`src/common/nes_cart_pkg.sv`:
```
// Cartridge image definitions for the iNES loader
// Header layout, load addresses, mapper flags word and loader states

package nes_cart_pkg;

// iNES header layout
localparam int ines_hdr_bytes   = 16;
localparam logic [7:0] ines_magic0 = 8'h4E;	// 'N'
localparam logic [7:0] ines_magic1 = 8'h45;	// 'E'
localparam logic [7:0] ines_magic2 = 8'h53;	// 'S'
localparam logic [7:0] ines_magic3 = 8'h1A;	// EOF marker
localparam int ines_prg_pos     = 4;	// PRG page count, 16K each
localparam int ines_chr_pos     = 5;	// CHR page count, 8K each, zero means CHR RAM
localparam int ines_flags6_pos  = 6;
localparam int ines_flags7_pos  = 7;
localparam int ines_sub_pos     = 8;	// NES 2.0 mapper high bits and submapper
localparam int ines_tail_pos    = 9;	// First byte of the dirty-header check
localparam int ines_ram_pos     = 10;	// NES 2.0 PRG RAM shift
localparam int ines_trainer_bit = 2;

// Memory map
localparam int prg_page_shift = 14;
localparam int chr_page_shift = 13;
localparam int mem_addr_w     = 22;

typedef logic [mem_addr_w-1:0] mem_addr_t;

localparam mem_addr_t chr_base_addr = 22'h200000;

typedef struct packed {
	logic [1:0] pad;
	logic [3:0] prg_ram_shift;
	logic       has_saves;
	logic [7:0] submapper;
	logic       four_screen;
	logic       has_chr_ram;
	logic       mirroring;
	logic [2:0] chr_size;
	logic [2:0] prg_size;
	logic [7:0] mapper;
} mapper_flags_t;

typedef struct packed {
	logic      wr;
	mem_addr_t addr;
	logic [7:0] data;
} mem_wr_t;

typedef enum logic [2:0] {S_IDLE, S_HEADER, S_PRG, S_CHR, S_ERROR, S_DONE} load_state_e;

endpackage

```
`src/common/nes_cheat_pkg.sv`:
```
// Cheat code definitions
// A cheat download is a stream of fixed size codes, 16 bytes each

package nes_cheat_pkg;

// File type code of a cheat download
localparam logic [7:0] cheat_filetype = 8'hFF;

// Bytes per code, four 32-bit fields
localparam int cheat_bytes = 16;

/////////////////////////////////////////////////////////////////////
// Code layout, first received field at the top
//   flags   127:96
//   address  95:64
//   compare  63:32
//   replace  31:0
/////////////////////////////////////////////////////////////////////

typedef struct packed {
	logic [31:0] flags;
	logic [31:0] addr;
	logic [31:0] compare;
	logic [31:0] replace;
} cheat_code_t;

endpackage

```
`src/loader/ines_header.sv`:
```
// iNES header capture and decode
// Collects the 16 header bytes, checks signature and trainer bit,
// and builds the mapper flags word
`timescale 1ns/100ps

module ines_header
	import nes_cart_pkg::*;
(
	input  logic          clk,
	input  logic          reset_nes,
	input  logic          restart,
	input  logic          hdr_wr,
	input  logic [7:0]    data,
	input  logic          invert_mirroring,
	output logic          hdr_done,
	output logic          hdr_ok,
	output logic [7:0]    prg_pages,
	output logic [7:0]    chr_pages,
	output mapper_flags_t mapper_flags
);

// Page count to log2 bucket, saturates at 7
function automatic logic [2:0] size_code(input logic [7:0] pages);
	logic [2:0] code;
	code = 3'd7;
	for (int i = 6; i >= 0; i--) begin
		if (pages <= 8'(1 << i))
			code = 3'(i);
	end
	return code;
endfunction

logic [7:0] hdr [ines_hdr_bytes];
logic [$clog2(ines_hdr_bytes)-1:0] cnt;
logic [$clog2(ines_hdr_bytes)-1:0] slot;
logic take;
logic sig_ok;
logic trainer;
logic is_nes20;
logic tail_nz;
logic is_dirty;

assign slot = restart ? '0 : cnt;	// A restart strobe lands in byte 0
assign take = hdr_wr && (restart || !hdr_done);

assign sig_ok = hdr[0] == ines_magic0 && hdr[1] == ines_magic1 &&
		hdr[2] == ines_magic2 && hdr[3] == ines_magic3;
assign trainer = hdr[ines_flags6_pos][ines_trainer_bit];

always_ff @(posedge clk) begin
	if (reset_nes) begin
		cnt      <= '0;
		hdr_done <= 1'b0;
		hdr_ok   <= 1'b0;
	end else if (restart) begin
		cnt      <= $bits(cnt)'(hdr_wr);
		hdr_done <= 1'b0;
		hdr_ok   <= 1'b0;
	end else if (take) begin
		cnt <= cnt + 1'b1;
		if (cnt == $bits(cnt)'(ines_hdr_bytes - 1)) begin
			hdr_done <= 1'b1;
			hdr_ok   <= sig_ok && !trainer;	// Bytes 0 to 6 are in by now
		end
	end
end

always_ff @(posedge clk) begin
	if (take)
		hdr[slot] <= data;
end

assign prg_pages = hdr[ines_prg_pos];
assign chr_pages = hdr[ines_chr_pos];

// NES 2.0 marker sits in byte 7 bits 3:2
assign is_nes20 = hdr[ines_flags7_pos][3:2] == 2'b10;

always_comb begin
	tail_nz = |hdr[ines_tail_pos][7:1];	// Bit 0 of byte 9 is allowed
	for (int i = ines_tail_pos + 1; i < ines_hdr_bytes; i++)
		tail_nz = tail_nz | (|hdr[i]);
end

assign is_dirty = !is_nes20 && tail_nz;	// Junk in padding, distrust byte 7

always_comb begin
	mapper_flags.pad           = 2'b00;
	mapper_flags.prg_ram_shift = is_nes20 ? hdr[ines_ram_pos][3:0] : 4'h0;
	mapper_flags.has_saves     = hdr[ines_flags6_pos][1];
	mapper_flags.submapper     = is_nes20 ? hdr[ines_sub_pos] : 8'h00;
	mapper_flags.four_screen   = hdr[ines_flags6_pos][3];
	mapper_flags.has_chr_ram   = chr_pages == 8'd0;
	mapper_flags.mirroring     = hdr[ines_flags6_pos][0] ^ invert_mirroring;
	mapper_flags.chr_size      = size_code(chr_pages);
	mapper_flags.prg_size      = size_code(prg_pages);
	mapper_flags.mapper        = {is_dirty ? 4'h0 : hdr[ines_flags7_pos][7:4],
		hdr[ines_flags6_pos][7:4]};
end

endmodule

```
`src/loader/rom_load_fsm.sv`:
```
// ROM load sequencer
// Steps through header, PRG and CHR phases, generates memory writes
// and reports busy, done and error
`timescale 1ns/100ps

module rom_load_fsm
	import nes_cart_pkg::*;
(
	input  logic       clk,
	input  logic       reset_nes,
	input  logic       rom_download,
	input  logic       rom_wr,
	input  logic [7:0] data,
	input  logic       hdr_done,
	input  logic       hdr_ok,
	input  logic [7:0] prg_pages,
	input  logic [7:0] chr_pages,
	output logic       hdr_wr,
	output logic       restart,
	output mem_wr_t    mem_wr,
	output logic       busy,
	output logic       done,
	output logic       error
);

load_state_e state;
logic        dl_q;	// Download level, one cycle late
mem_addr_t   bytes_left;
mem_addr_t   ptr;
logic        in_data;
logic        last_byte;

assign restart = rom_download && !dl_q;
assign hdr_wr  = rom_wr && (state == S_HEADER || restart);
assign in_data = state == S_PRG || state == S_CHR;

always_comb begin
	mem_wr.wr   = rom_wr && in_data && bytes_left != '0 && !restart;
	mem_wr.addr = ptr;
	mem_wr.data = data;
end

// Phase ends on an empty count or on its final write
assign last_byte = bytes_left == '0 || (mem_wr.wr && bytes_left == mem_addr_t'(1));

//////////////////////////////////////////////////////////////////////
// State register and counters
//////////////////////////////////////////////////////////////////////

always_ff @(posedge clk) begin
	if (reset_nes)
		dl_q <= 1'b0;
	else
		dl_q <= rom_download;
end

always_ff @(posedge clk) begin
	if (reset_nes || restart) begin
		state      <= S_HEADER;
		busy       <= 1'b0;
		done       <= 1'b0;
		error      <= 1'b0;
		bytes_left <= '0;
		ptr        <= '0;
	end else begin
		case (state)
		S_HEADER: begin
			if (hdr_done) begin
				busy <= 1'b1;
				if (hdr_ok) begin
					state      <= S_PRG;
					ptr        <= '0;	// PRG from the bottom
					bytes_left <= mem_addr_t'(prg_pages) << prg_page_shift;
				end else begin
					state <= S_ERROR;
				end
			end
		end
		S_PRG, S_CHR: begin
			if (mem_wr.wr) begin
				bytes_left <= bytes_left - 1'b1;
				ptr        <= ptr + 1'b1;
			end
			if (last_byte) begin
				if (state == S_PRG) begin
					state      <= S_CHR;
					ptr        <= chr_base_addr;
					bytes_left <= mem_addr_t'(chr_pages) << chr_page_shift;
				end else begin
					state <= S_DONE;
				end
			end
		end
		S_ERROR: begin
			error <= 1'b1;
			done  <= 1'b1;
			busy  <= 1'b0;
		end
		S_DONE: begin
			done <= 1'b1;	// Flags valid from here
			busy <= 1'b0;
		end
		S_IDLE: begin
			// Parked until the next download
		end
		default: state <= S_IDLE;
		endcase
	end
end

endmodule

```
`src/logic/cheat_code_assembler.sv`:
```
// Cheat code assembler
// Packs each group of 16 cheat bytes into one code and flags it valid
`timescale 1ns/100ps

module cheat_code_assembler
	import nes_cheat_pkg::*;
(
	input  logic        clk,
	input  logic        reset_nes,
	input  logic        cheat_active,
	input  logic        cheat_wr,
	input  logic [7:0]  data,
	output cheat_code_t cheat_code,
	output logic        cheat_valid
);

logic [3:0] idx;	// Next byte within the code
logic       active_q;
logic [3:0] byte_sel;
logic [6:0] bit_pos;

// A new download starts over at byte 0
assign byte_sel = (cheat_active && !active_q) ? 4'd0 : idx;

// Field from the top, byte within field from the bottom
assign bit_pos = {~byte_sel[3:2], byte_sel[1:0], 3'b000};

always_ff @(posedge clk) begin
	if (reset_nes) begin
		idx         <= '0;
		active_q    <= 1'b0;
		cheat_valid <= 1'b0;
	end else begin
		active_q    <= cheat_active;
		cheat_valid <= 1'b0;
		if (cheat_wr) begin
			idx <= byte_sel + 1'b1;	// Wraps into the next code
			if (byte_sel == 4'(cheat_bytes - 1))
				cheat_valid <= 1'b1;
		end else if (cheat_active && !active_q) begin
			idx <= '0;
		end
	end
end

always_ff @(posedge clk) begin
	if (cheat_wr)
		cheat_code[bit_pos +: 8] <= data;
end

endmodule

```
`src/logic/nes_loader.sv`:
```
// Cartridge and cheat loader top level
// Sends a download either to the ROM loader or to the cheat assembler
`timescale 1ns/100ps

module nes_loader
	import nes_cart_pkg::*, nes_cheat_pkg::*;
(
	input  logic          clk,
	input  logic          reset_nes,
	input  logic          download,
	input  logic [7:0]    filetype,
	input  logic [7:0]    data,
	input  logic          data_wr,
	input  logic          invert_mirroring,
	output mem_wr_t       mem_wr,
	output mapper_flags_t mapper_flags,
	output logic          busy,
	output logic          done,
	output logic          error,
	output cheat_code_t   cheat_code,
	output logic          cheat_valid
);

logic       is_cheat;
logic       rom_download;
logic       rom_wr;
logic       cheat_active;
logic       cheat_wr;
logic       hdr_wr;
logic       restart;
logic       hdr_done;
logic       hdr_ok;
logic [7:0] prg_pages;
logic [7:0] chr_pages;

// Download classification
assign is_cheat     = filetype == cheat_filetype;
assign rom_download = download && !is_cheat;
assign rom_wr       = data_wr && rom_download;
assign cheat_active = download && is_cheat;
assign cheat_wr     = data_wr && cheat_active;

rom_load_fsm u_fsm (
	.clk          (clk),
	.reset_nes    (reset_nes),
	.rom_download (rom_download),
	.rom_wr       (rom_wr),
	.data         (data),
	.hdr_done     (hdr_done),
	.hdr_ok       (hdr_ok),
	.prg_pages    (prg_pages),
	.chr_pages    (chr_pages),
	.hdr_wr       (hdr_wr),
	.restart      (restart),
	.mem_wr       (mem_wr),
	.busy         (busy),
	.done         (done),
	.error        (error)
);

ines_header u_header (
	.clk              (clk),
	.reset_nes        (reset_nes),
	.restart          (restart),
	.hdr_wr           (hdr_wr),
	.data             (data),
	.invert_mirroring (invert_mirroring),
	.hdr_done         (hdr_done),
	.hdr_ok           (hdr_ok),
	.prg_pages        (prg_pages),
	.chr_pages        (chr_pages),
	.mapper_flags     (mapper_flags)
);

cheat_code_assembler u_cheat (
	.clk          (clk),
	.reset_nes    (reset_nes),
	.cheat_active (cheat_active),
	.cheat_wr     (cheat_wr),
	.data         (data),
	.cheat_code   (cheat_code),
	.cheat_valid  (cheat_valid)
);

endmodule

```
`config.mk`:
```
export PLATFORM = sky130hd
export DESIGN_NAME = nes_loader
export DESIGN_NICKNAME = d
export VERILOG_FILES = /design/src/common/nes_cart_pkg.sv /design/src/common/nes_cheat_pkg.sv /design/src/loader/ines_header.sv /design/src/loader/rom_load_fsm.sv /design/src/logic/cheat_code_assembler.sv /design/src/logic/nes_loader.sv
export SDC_FILE = /design/constraint.sdc
export NUM_CORES = 1
export LEC_CHECK = 0
export CORE_MARGIN = 1
export CORE_UTILIZATION = 65
export DETAILED_ROUTE_END_ITERATION = 6
export DONT_BUFFER_PORTS = 1
export MAX_ROUTING_LAYER = met4
export PLACE_DENSITY_LB_ADDON = 0.1
export SLEW_MARGIN = 5
export SYNTH_ARGS = -nofsm -noshare
export SYNTH_HDL_FRONTEND = slang
export SYNTH_SLANG_ARGS = --single-unit
```
`constraint.sdc`:
```
create_clock -name clk -period 8.1 [get_ports clk]
set_input_delay 0.405 -clock clk [delete_from_list [all_inputs] [get_ports clk]]
set_output_delay 0.405 -clock clk [all_outputs]
set_load 0.02 [all_outputs]
```
### After elaboration in Yosys (flattened, before gate mapping)

Memories as Yosys holds them, arrays and structs flattened.
Cells that the tools add are included.

| cells by class | value |
|---|---|
| $add $sub $neg | 5 |
| order comparisons | 14 |
| equality and inequality tests | 17 |
| shift-type cells | 2 |
| multiplexer cells | 45 |
| bitwise logic cells | 10 |
| reductions and logical operators | 52 |

Operators by type and width:

| kind | count |
|---|---|
| two-way mux 22 bit | 10 |
| bitwise mux 128 bit | 1 |
| variable shift 8 x 9 -> 128 bit (first input constant) | 1 |
| indexed part select 8 x 9 -> 128 bit | 1 |
| case mux 22 bit (2 select lines) | 2 |
| OR reduction 8 bit | 6 |
| two-way mux 3 bit | 12 |
| equality test 8 x 7 -> 1 bit (second input constant) | 3 |
| adder 22 x 1 -> 22 bit (second input constant) | 1 |
| equality test 22 x 1 -> 1 bit (second input constant) | 1 |
| logical NOT 22 bit | 1 |
| nonzero test 22 bit | 1 |
| subtractor 22 x 1 -> 22 bit (second input constant) | 1 |
| two-way mux 4 bit | 5 |
| logical AND 1 bit | 17 |
| <= comparator 8 x 1 -> 1 bit (second input constant) | 2 |
| <= comparator 8 x 2 -> 1 bit (second input constant) | 2 |
| <= comparator 8 x 3 -> 1 bit (second input constant) | 2 |
| <= comparator 8 x 4 -> 1 bit (second input constant) | 2 |
| <= comparator 8 x 5 -> 1 bit (second input constant) | 2 |
| <= comparator 8 x 6 -> 1 bit (second input constant) | 2 |
| <= comparator 8 x 7 -> 1 bit (second input constant) | 2 |
| negator 7 -> 9 bit | 1 |
| case mux 3 bit (3 select lines) | 1 |
| 27 further kinds | 66 |

| storage, ports and cells | value |
|---|---|
| flip-flop bits (word level) | 191 |
| RAM bits | 128 |
| input bits | 21 |
| memories | 1 |

Memory list:

| memory | words | bits a word | rd ports | clocked after memory_dff | write ports | line | source |
|---|---|---|---|---|---|---|---|
| u_header.hdr | 16 | 8 | 16 | 0 | 1 | ines_header.sv:33 | `logic [7:0] hdr [ines_hdr_bytes];` |

### Depth between registers and ports, before layout

| depth | value |
|---|---|
| depth after elaboration | 11 |
| mapped depth | 12 |
| gate-level depth less buffers | 9 |

### Hierarchy

Synthesis repeated with hierarchy kept, for this count alone.

| second synthesis, totals | value |
|---|---|
| cells, all modules | 991 |
| area total of the unflattened synthesis | 12,786.0 um^2 |

Modules (own cells, without submodules):

| module | times used | cells each | area each (um^2) | sequential area each (um^2) |
|---|---|---|---|---|
| cheat_code_assembler | 1 | 374 | 5,117.4 | 3,963.8 |
| ines_header | 1 | 279 | 4,775.8 | 3,873.7 |
| rom_load_fsm | 1 | 331 | 2,842.7 | 1,021.0 |
| nes_loader | 1 | 7 | 50.0 | 0.0 |

### Worst setup path before layout

OpenSTA, ideal clock, no wires.

| path | value |
|---|---|
| path type | input -> register |
| start | input filetype[3] |
| end | register u_cheat.cheat_code[100] (netlist name) |
| arrival | 2.933 ns |
| required time | 7.705 ns |
| setup slack | 4.773 ns |
| stages on the path | 10 |
| buffers on the path | 3 |
| cell sequence | nand4_2 -> or3_1 -> clkbuf_1 -> nand2_1 -> ha_1 -> clkbuf_1 -> a31oi_1 -> a21o_1 -> buf_2 -> nor4_1 |

| on the way | value |
|---|---|
| word-level cells in the longest chain between the ends | 3 |

RTL lines:

| what | line | source |
|---|---|---|
| from (decl) | nes_loader.sv:11 | `input logic [7:0] filetype,` |
| equality test 8 bit | nes_loader.sv:37 | `assign is_cheat = filetype == cheat_filetype;` |
| logical AND 1 bit | nes_loader.sv:40 | `assign cheat_active = download && is_cheat;` |
| logical AND 1 bit | nes_loader.sv:41 | `assign cheat_wr = data_wr && cheat_active;` |

No other way between the ends.
A chain may end at the register's enable or synchronous reset.

==> summary.md <==
| Metric | Value |
|---|---|
| Count of non-filler cells in the finished layout | between 1,000 and 1,500 |
| Clk pin slew, worst setup/hold paths | approximately 60 ps |
| Initial core utilization | 66.4% |
| Crit path launch type | flop |
| Syn Area/Cell | about 12 um2 |
| Placed cells | 1,256 |
| CTS Buffer Depth | 3 |
| Critical path data arrival time | 3940 ps |
| Max_cap viols | 0 |
| Drt pass-1 iters | 5 |
| Ports | around 220 |
| Final setup vio count | 0 |
| Clk_lat worst skew | 550 ps |
| Max stage delay on crit path | 1000 ps |
| Seq pwr share | 54.9% |
| Async SR Flop Fraction | 0% |
| Clk root buf | clkbuf_16 |
| Antenna violations before repair | 0 |
| Routability cong. | 0.909 |
| Post-Route Skew | about 16 ps |
| Top_reg_cell synth | edfxtp_1 |
| P&R area growth vs syn | 9.25% |
| Comb power frac | 1.2% |
| Final WL | 29,400 um |
| Post-DRT Antenna Nets | 0 |
| Core Util, Final | between 70 and 80% |
| LEAKAGE | 4.68 nW |
| Buffers on Ports | 0 |
| Register area share after synthesis | 68.5% |
| Tmin final | between 3000 and 4000 ps |
| Global route overflow | 0 |
| FP Rows | 51 |
| Die X | 143 um |
| GR Util All Layers | just under 30% |
| Critical Path Fanout Max | 13 |
| CTS buffer count | 30 |
| Detailed Route Iter0 Violations | 644 |
| Critical path type | reg2reg |
| Hold WC Path Type | in2reg |
| Internal | 2.56 mW |
| Vias per cell | about 6.1 |
| Clock sink count | 316 |
| Cell Chain, Critical Path | nand2b_1 > or3_1 > nand2_1 > ha_1 > inv_1 > nor2_1 > nor4bb_1 > and2_1 |
| Vias | around 8,000 |
| Slew @ Worst Pin | 1260 ps |
| Slew headroom | 14.8% |
| WL/cell | 22.3 um |
| CTS tree | yes |
| Core box area | 19,500 um2 |
| Mapped Cells | roughly 1,000 |
| Clock share of power | 44.0% |
| Final period utilization | 46.0% |
| Worst Path Buf+Inv | 1 |
| Vias in the first global route | 7,551 |
| Die span in y | 143 um |
| Crit path capture type | flop |
| Layout Nets | 1,062 |
| PD cells | 225 nW/um2 |
| Layout cells sized above 1 | 7.28% |
| Cell variety after synth | 71 |
| Switching share of power | 19.6% |
| Die Footprint | 20,500 um2 |
| Largest net degree at the start of global routing | 35 |
| Setup TNS Final | 0 ps |
| Post-synth EDFFs | 253 |
| Ant diodes | 0 |
| First-pass GRT wire length | 43,400 um |
| CTS-repair resized insts | 0 |
| Required @ worst endpoint | just over 8000 ps |
| RSZ-0062 raised after global routing | false |
| Kind of cell adding the most delay to the critical path | simple AND/OR/NAND/NOR gates |
| Fin. max-slew vios | 0 |
| Pwr Total | 3.18 mW |
| Count of state elements after synthesis | roughly 320 |
| Final Hold Vio Count | 0 |
| Net switching power | 0.623 mW |
| Warnings from Yosys | 0 |
| Max Clk Rate | 269 MHz |
| Post-Syn Area | 12,900 um2 |
| DPL Wire Length | 18,900 um |
| Residual DRC count | 0 |
| H-tree levels | 1 |
| Worst path slowest cell | nor4bb_1 |
| Status | completed |
| Max IR drop VDD | 0.000185 V |
synthesized netlist by cell type, drive strengths merged (3+ instances only):
master / count / area [um2]
o22ai: 3 / 18.8
o31ai: 3 / 27.5
edfxtp: 253 / 7600
o211ai: 4 / 30.0
or4: 3 / 26.3
nand4: 18 / 140
nor2b: 14 / 90.1
inv: 13 / 48.8
ha: 8 / 100
buf: 31 / 213
xor2: 27 / 236
or3: 11 / 68.8
and3: 16 / 100
clkbuf: 21 / 78.8
nand2: 79 / 297
nor4: 35 / 244
a211oi: 6 / 45.0
nor4b: 4 / 35.0
nor3: 28 / 150
and2: 56 / 350
o211a: 3 / 30.0
or2: 3 / 18.8
xnor2: 18 / 158
and4: 6 / 52.6
dfxtp: 63 / 1260
a31oi: 6 / 43.8
nand2b: 3 / 18.8
a21oi: 26 / 141
o21a: 3 / 22.5
nor3b: 4 / 35.0
mux2i: 7 / 70.1
o21ai: 13 / 80.1
nand3: 19 / 95.1
nor2: 200 / 751
nand3b: 5 / 37.5
a21o: 3 / 22.5
final timing paths:
kind,slack (ps),cells after the start,to,from
max,4380,8,u_cheat.cheat_code[6],u_cheat.active_q
min,20,1,u_fsm.dl_q,download
max reg2reg,4380,8,u_cheat.cheat_code[6],u_cheat.active_q
min reg2reg,510,2,u_fsm.bytes_left[3],u_fsm.bytes_left[3]
stage by stage:
step           hold slack, ps  setup slack [ps]  cell area (um2)
6_report                 24.5              4380            14100
5_1_grt                  12.0              4120            14100
4_1_cts                  5.20              4430            14100
3_5_place_dp              482              4210            13000
3_3_place_gp              480              4500            13000
2_1_floorplan             472              4770            12900
registers in the layout, indices dropped and copies added, names as in the netlist:
register             cells
u_cheat.cheat_code     128
u_header.hdr_ok          1
u_header.hdr_done        1
u_fsm.bytes_left        22
u_header.hdr           125
u_fsm.error              1
u_fsm.dl_q               1
u_cheat.idx              4
u_fsm.state              3
u_fsm.done               1
u_cheat.cheat_valid      1
u_cheat.active_q         1
u_fsm.ptr               22
u_header.cnt             4
u_fsm.busy               1
layout make-up:
| class | count | area, um2 |
|---|---|---|
| Clock inverter | 14 | 144 |
| Inverter | 13 | 48.8 |
| Clock buffer | 42 | 857 |
| Sequential cell | 316 | 8860 |
| Tap cell | 265 | 332 |
| Multi-Input combinational cell | 656 | 3740 |
| Fill cell | 1325 | 5340 |
| Timing Repair Buffer | 16 | 145 |
placed cells by master, fill, tap and decap left out, types with 6 or more instances in the layout:
master	n
nand2_1	79
buf_4	6
a21oi_1	25
inv_1	13
nor2_1	200
or3_1	11
and2_1	56
ha_1	8
nand4_1	15
nor2b_1	13
dfxtp_1	63
clkbuf_16	31
and3_1	16
nor3_1	26
a211oi_1	6
and4_1	6
xnor2_1	18
clkbuf_1	7
dlygate4sd3_1	10
nor4_1	30
nand3_1	19
mux2i_1	7
o21ai_0	10
xor2_1	27
edfxtp_1	253
per-layer routing:
metal	GRT usage, %	wire, um	up-vias
met2	45.4	13900	385
met4	8.09	688	0
met5	-	0	-
met3	7.95	2950	55
met1	39.5	11900	3949
li1	-	-	3719
power by group through the flow:
stage | combinational (mW) | sequential [mW] | clock, mW
after detailed placement | 0.0200 | 1.78 | 0
after global routing | 0.0395 | 1.74 | 1.47
after CTS | 0.0373 | 1.74 | 1.41
after global placement | 0.0196 | 1.78 | 0
final | 0.0368 | 1.74 | 1.40
after floorplan | 0.0249 | 1.78 | 0
timing repair:
item	in CTS	in global routing
endpoints found under the hold margin	133	0
setup endpoints to repair	0	0
setup buffers	0	0
hold buffers	10	0
kinds of logic after synthesis:
| logic type | synth area share, % |
|---|---|
| XOR/XNOR | 3.05 |
| AND/OR/NAND/NOR | 19.9 |
| AO/OA/AOI/OAI | 4.51 |
| other | 0.0290 |
| buffers and inverters | 2.63 |
| multiplexers | 0.542 |
| flip-flops | 68.5 |
| adder cells (fa/ha/maj) | 0.774 |
worst register-to-register path: stages, from the launching register on:
cell and delay, ps:
dfxtp_1 290, nand2b_1 170, or3_1 470, nand2_1 190, ha_1 470, inv_1 170, nor2_1 150, nor4bb_1 1000
and2_1 490
No activity file was read; power rests on OpenSTA's default activity.
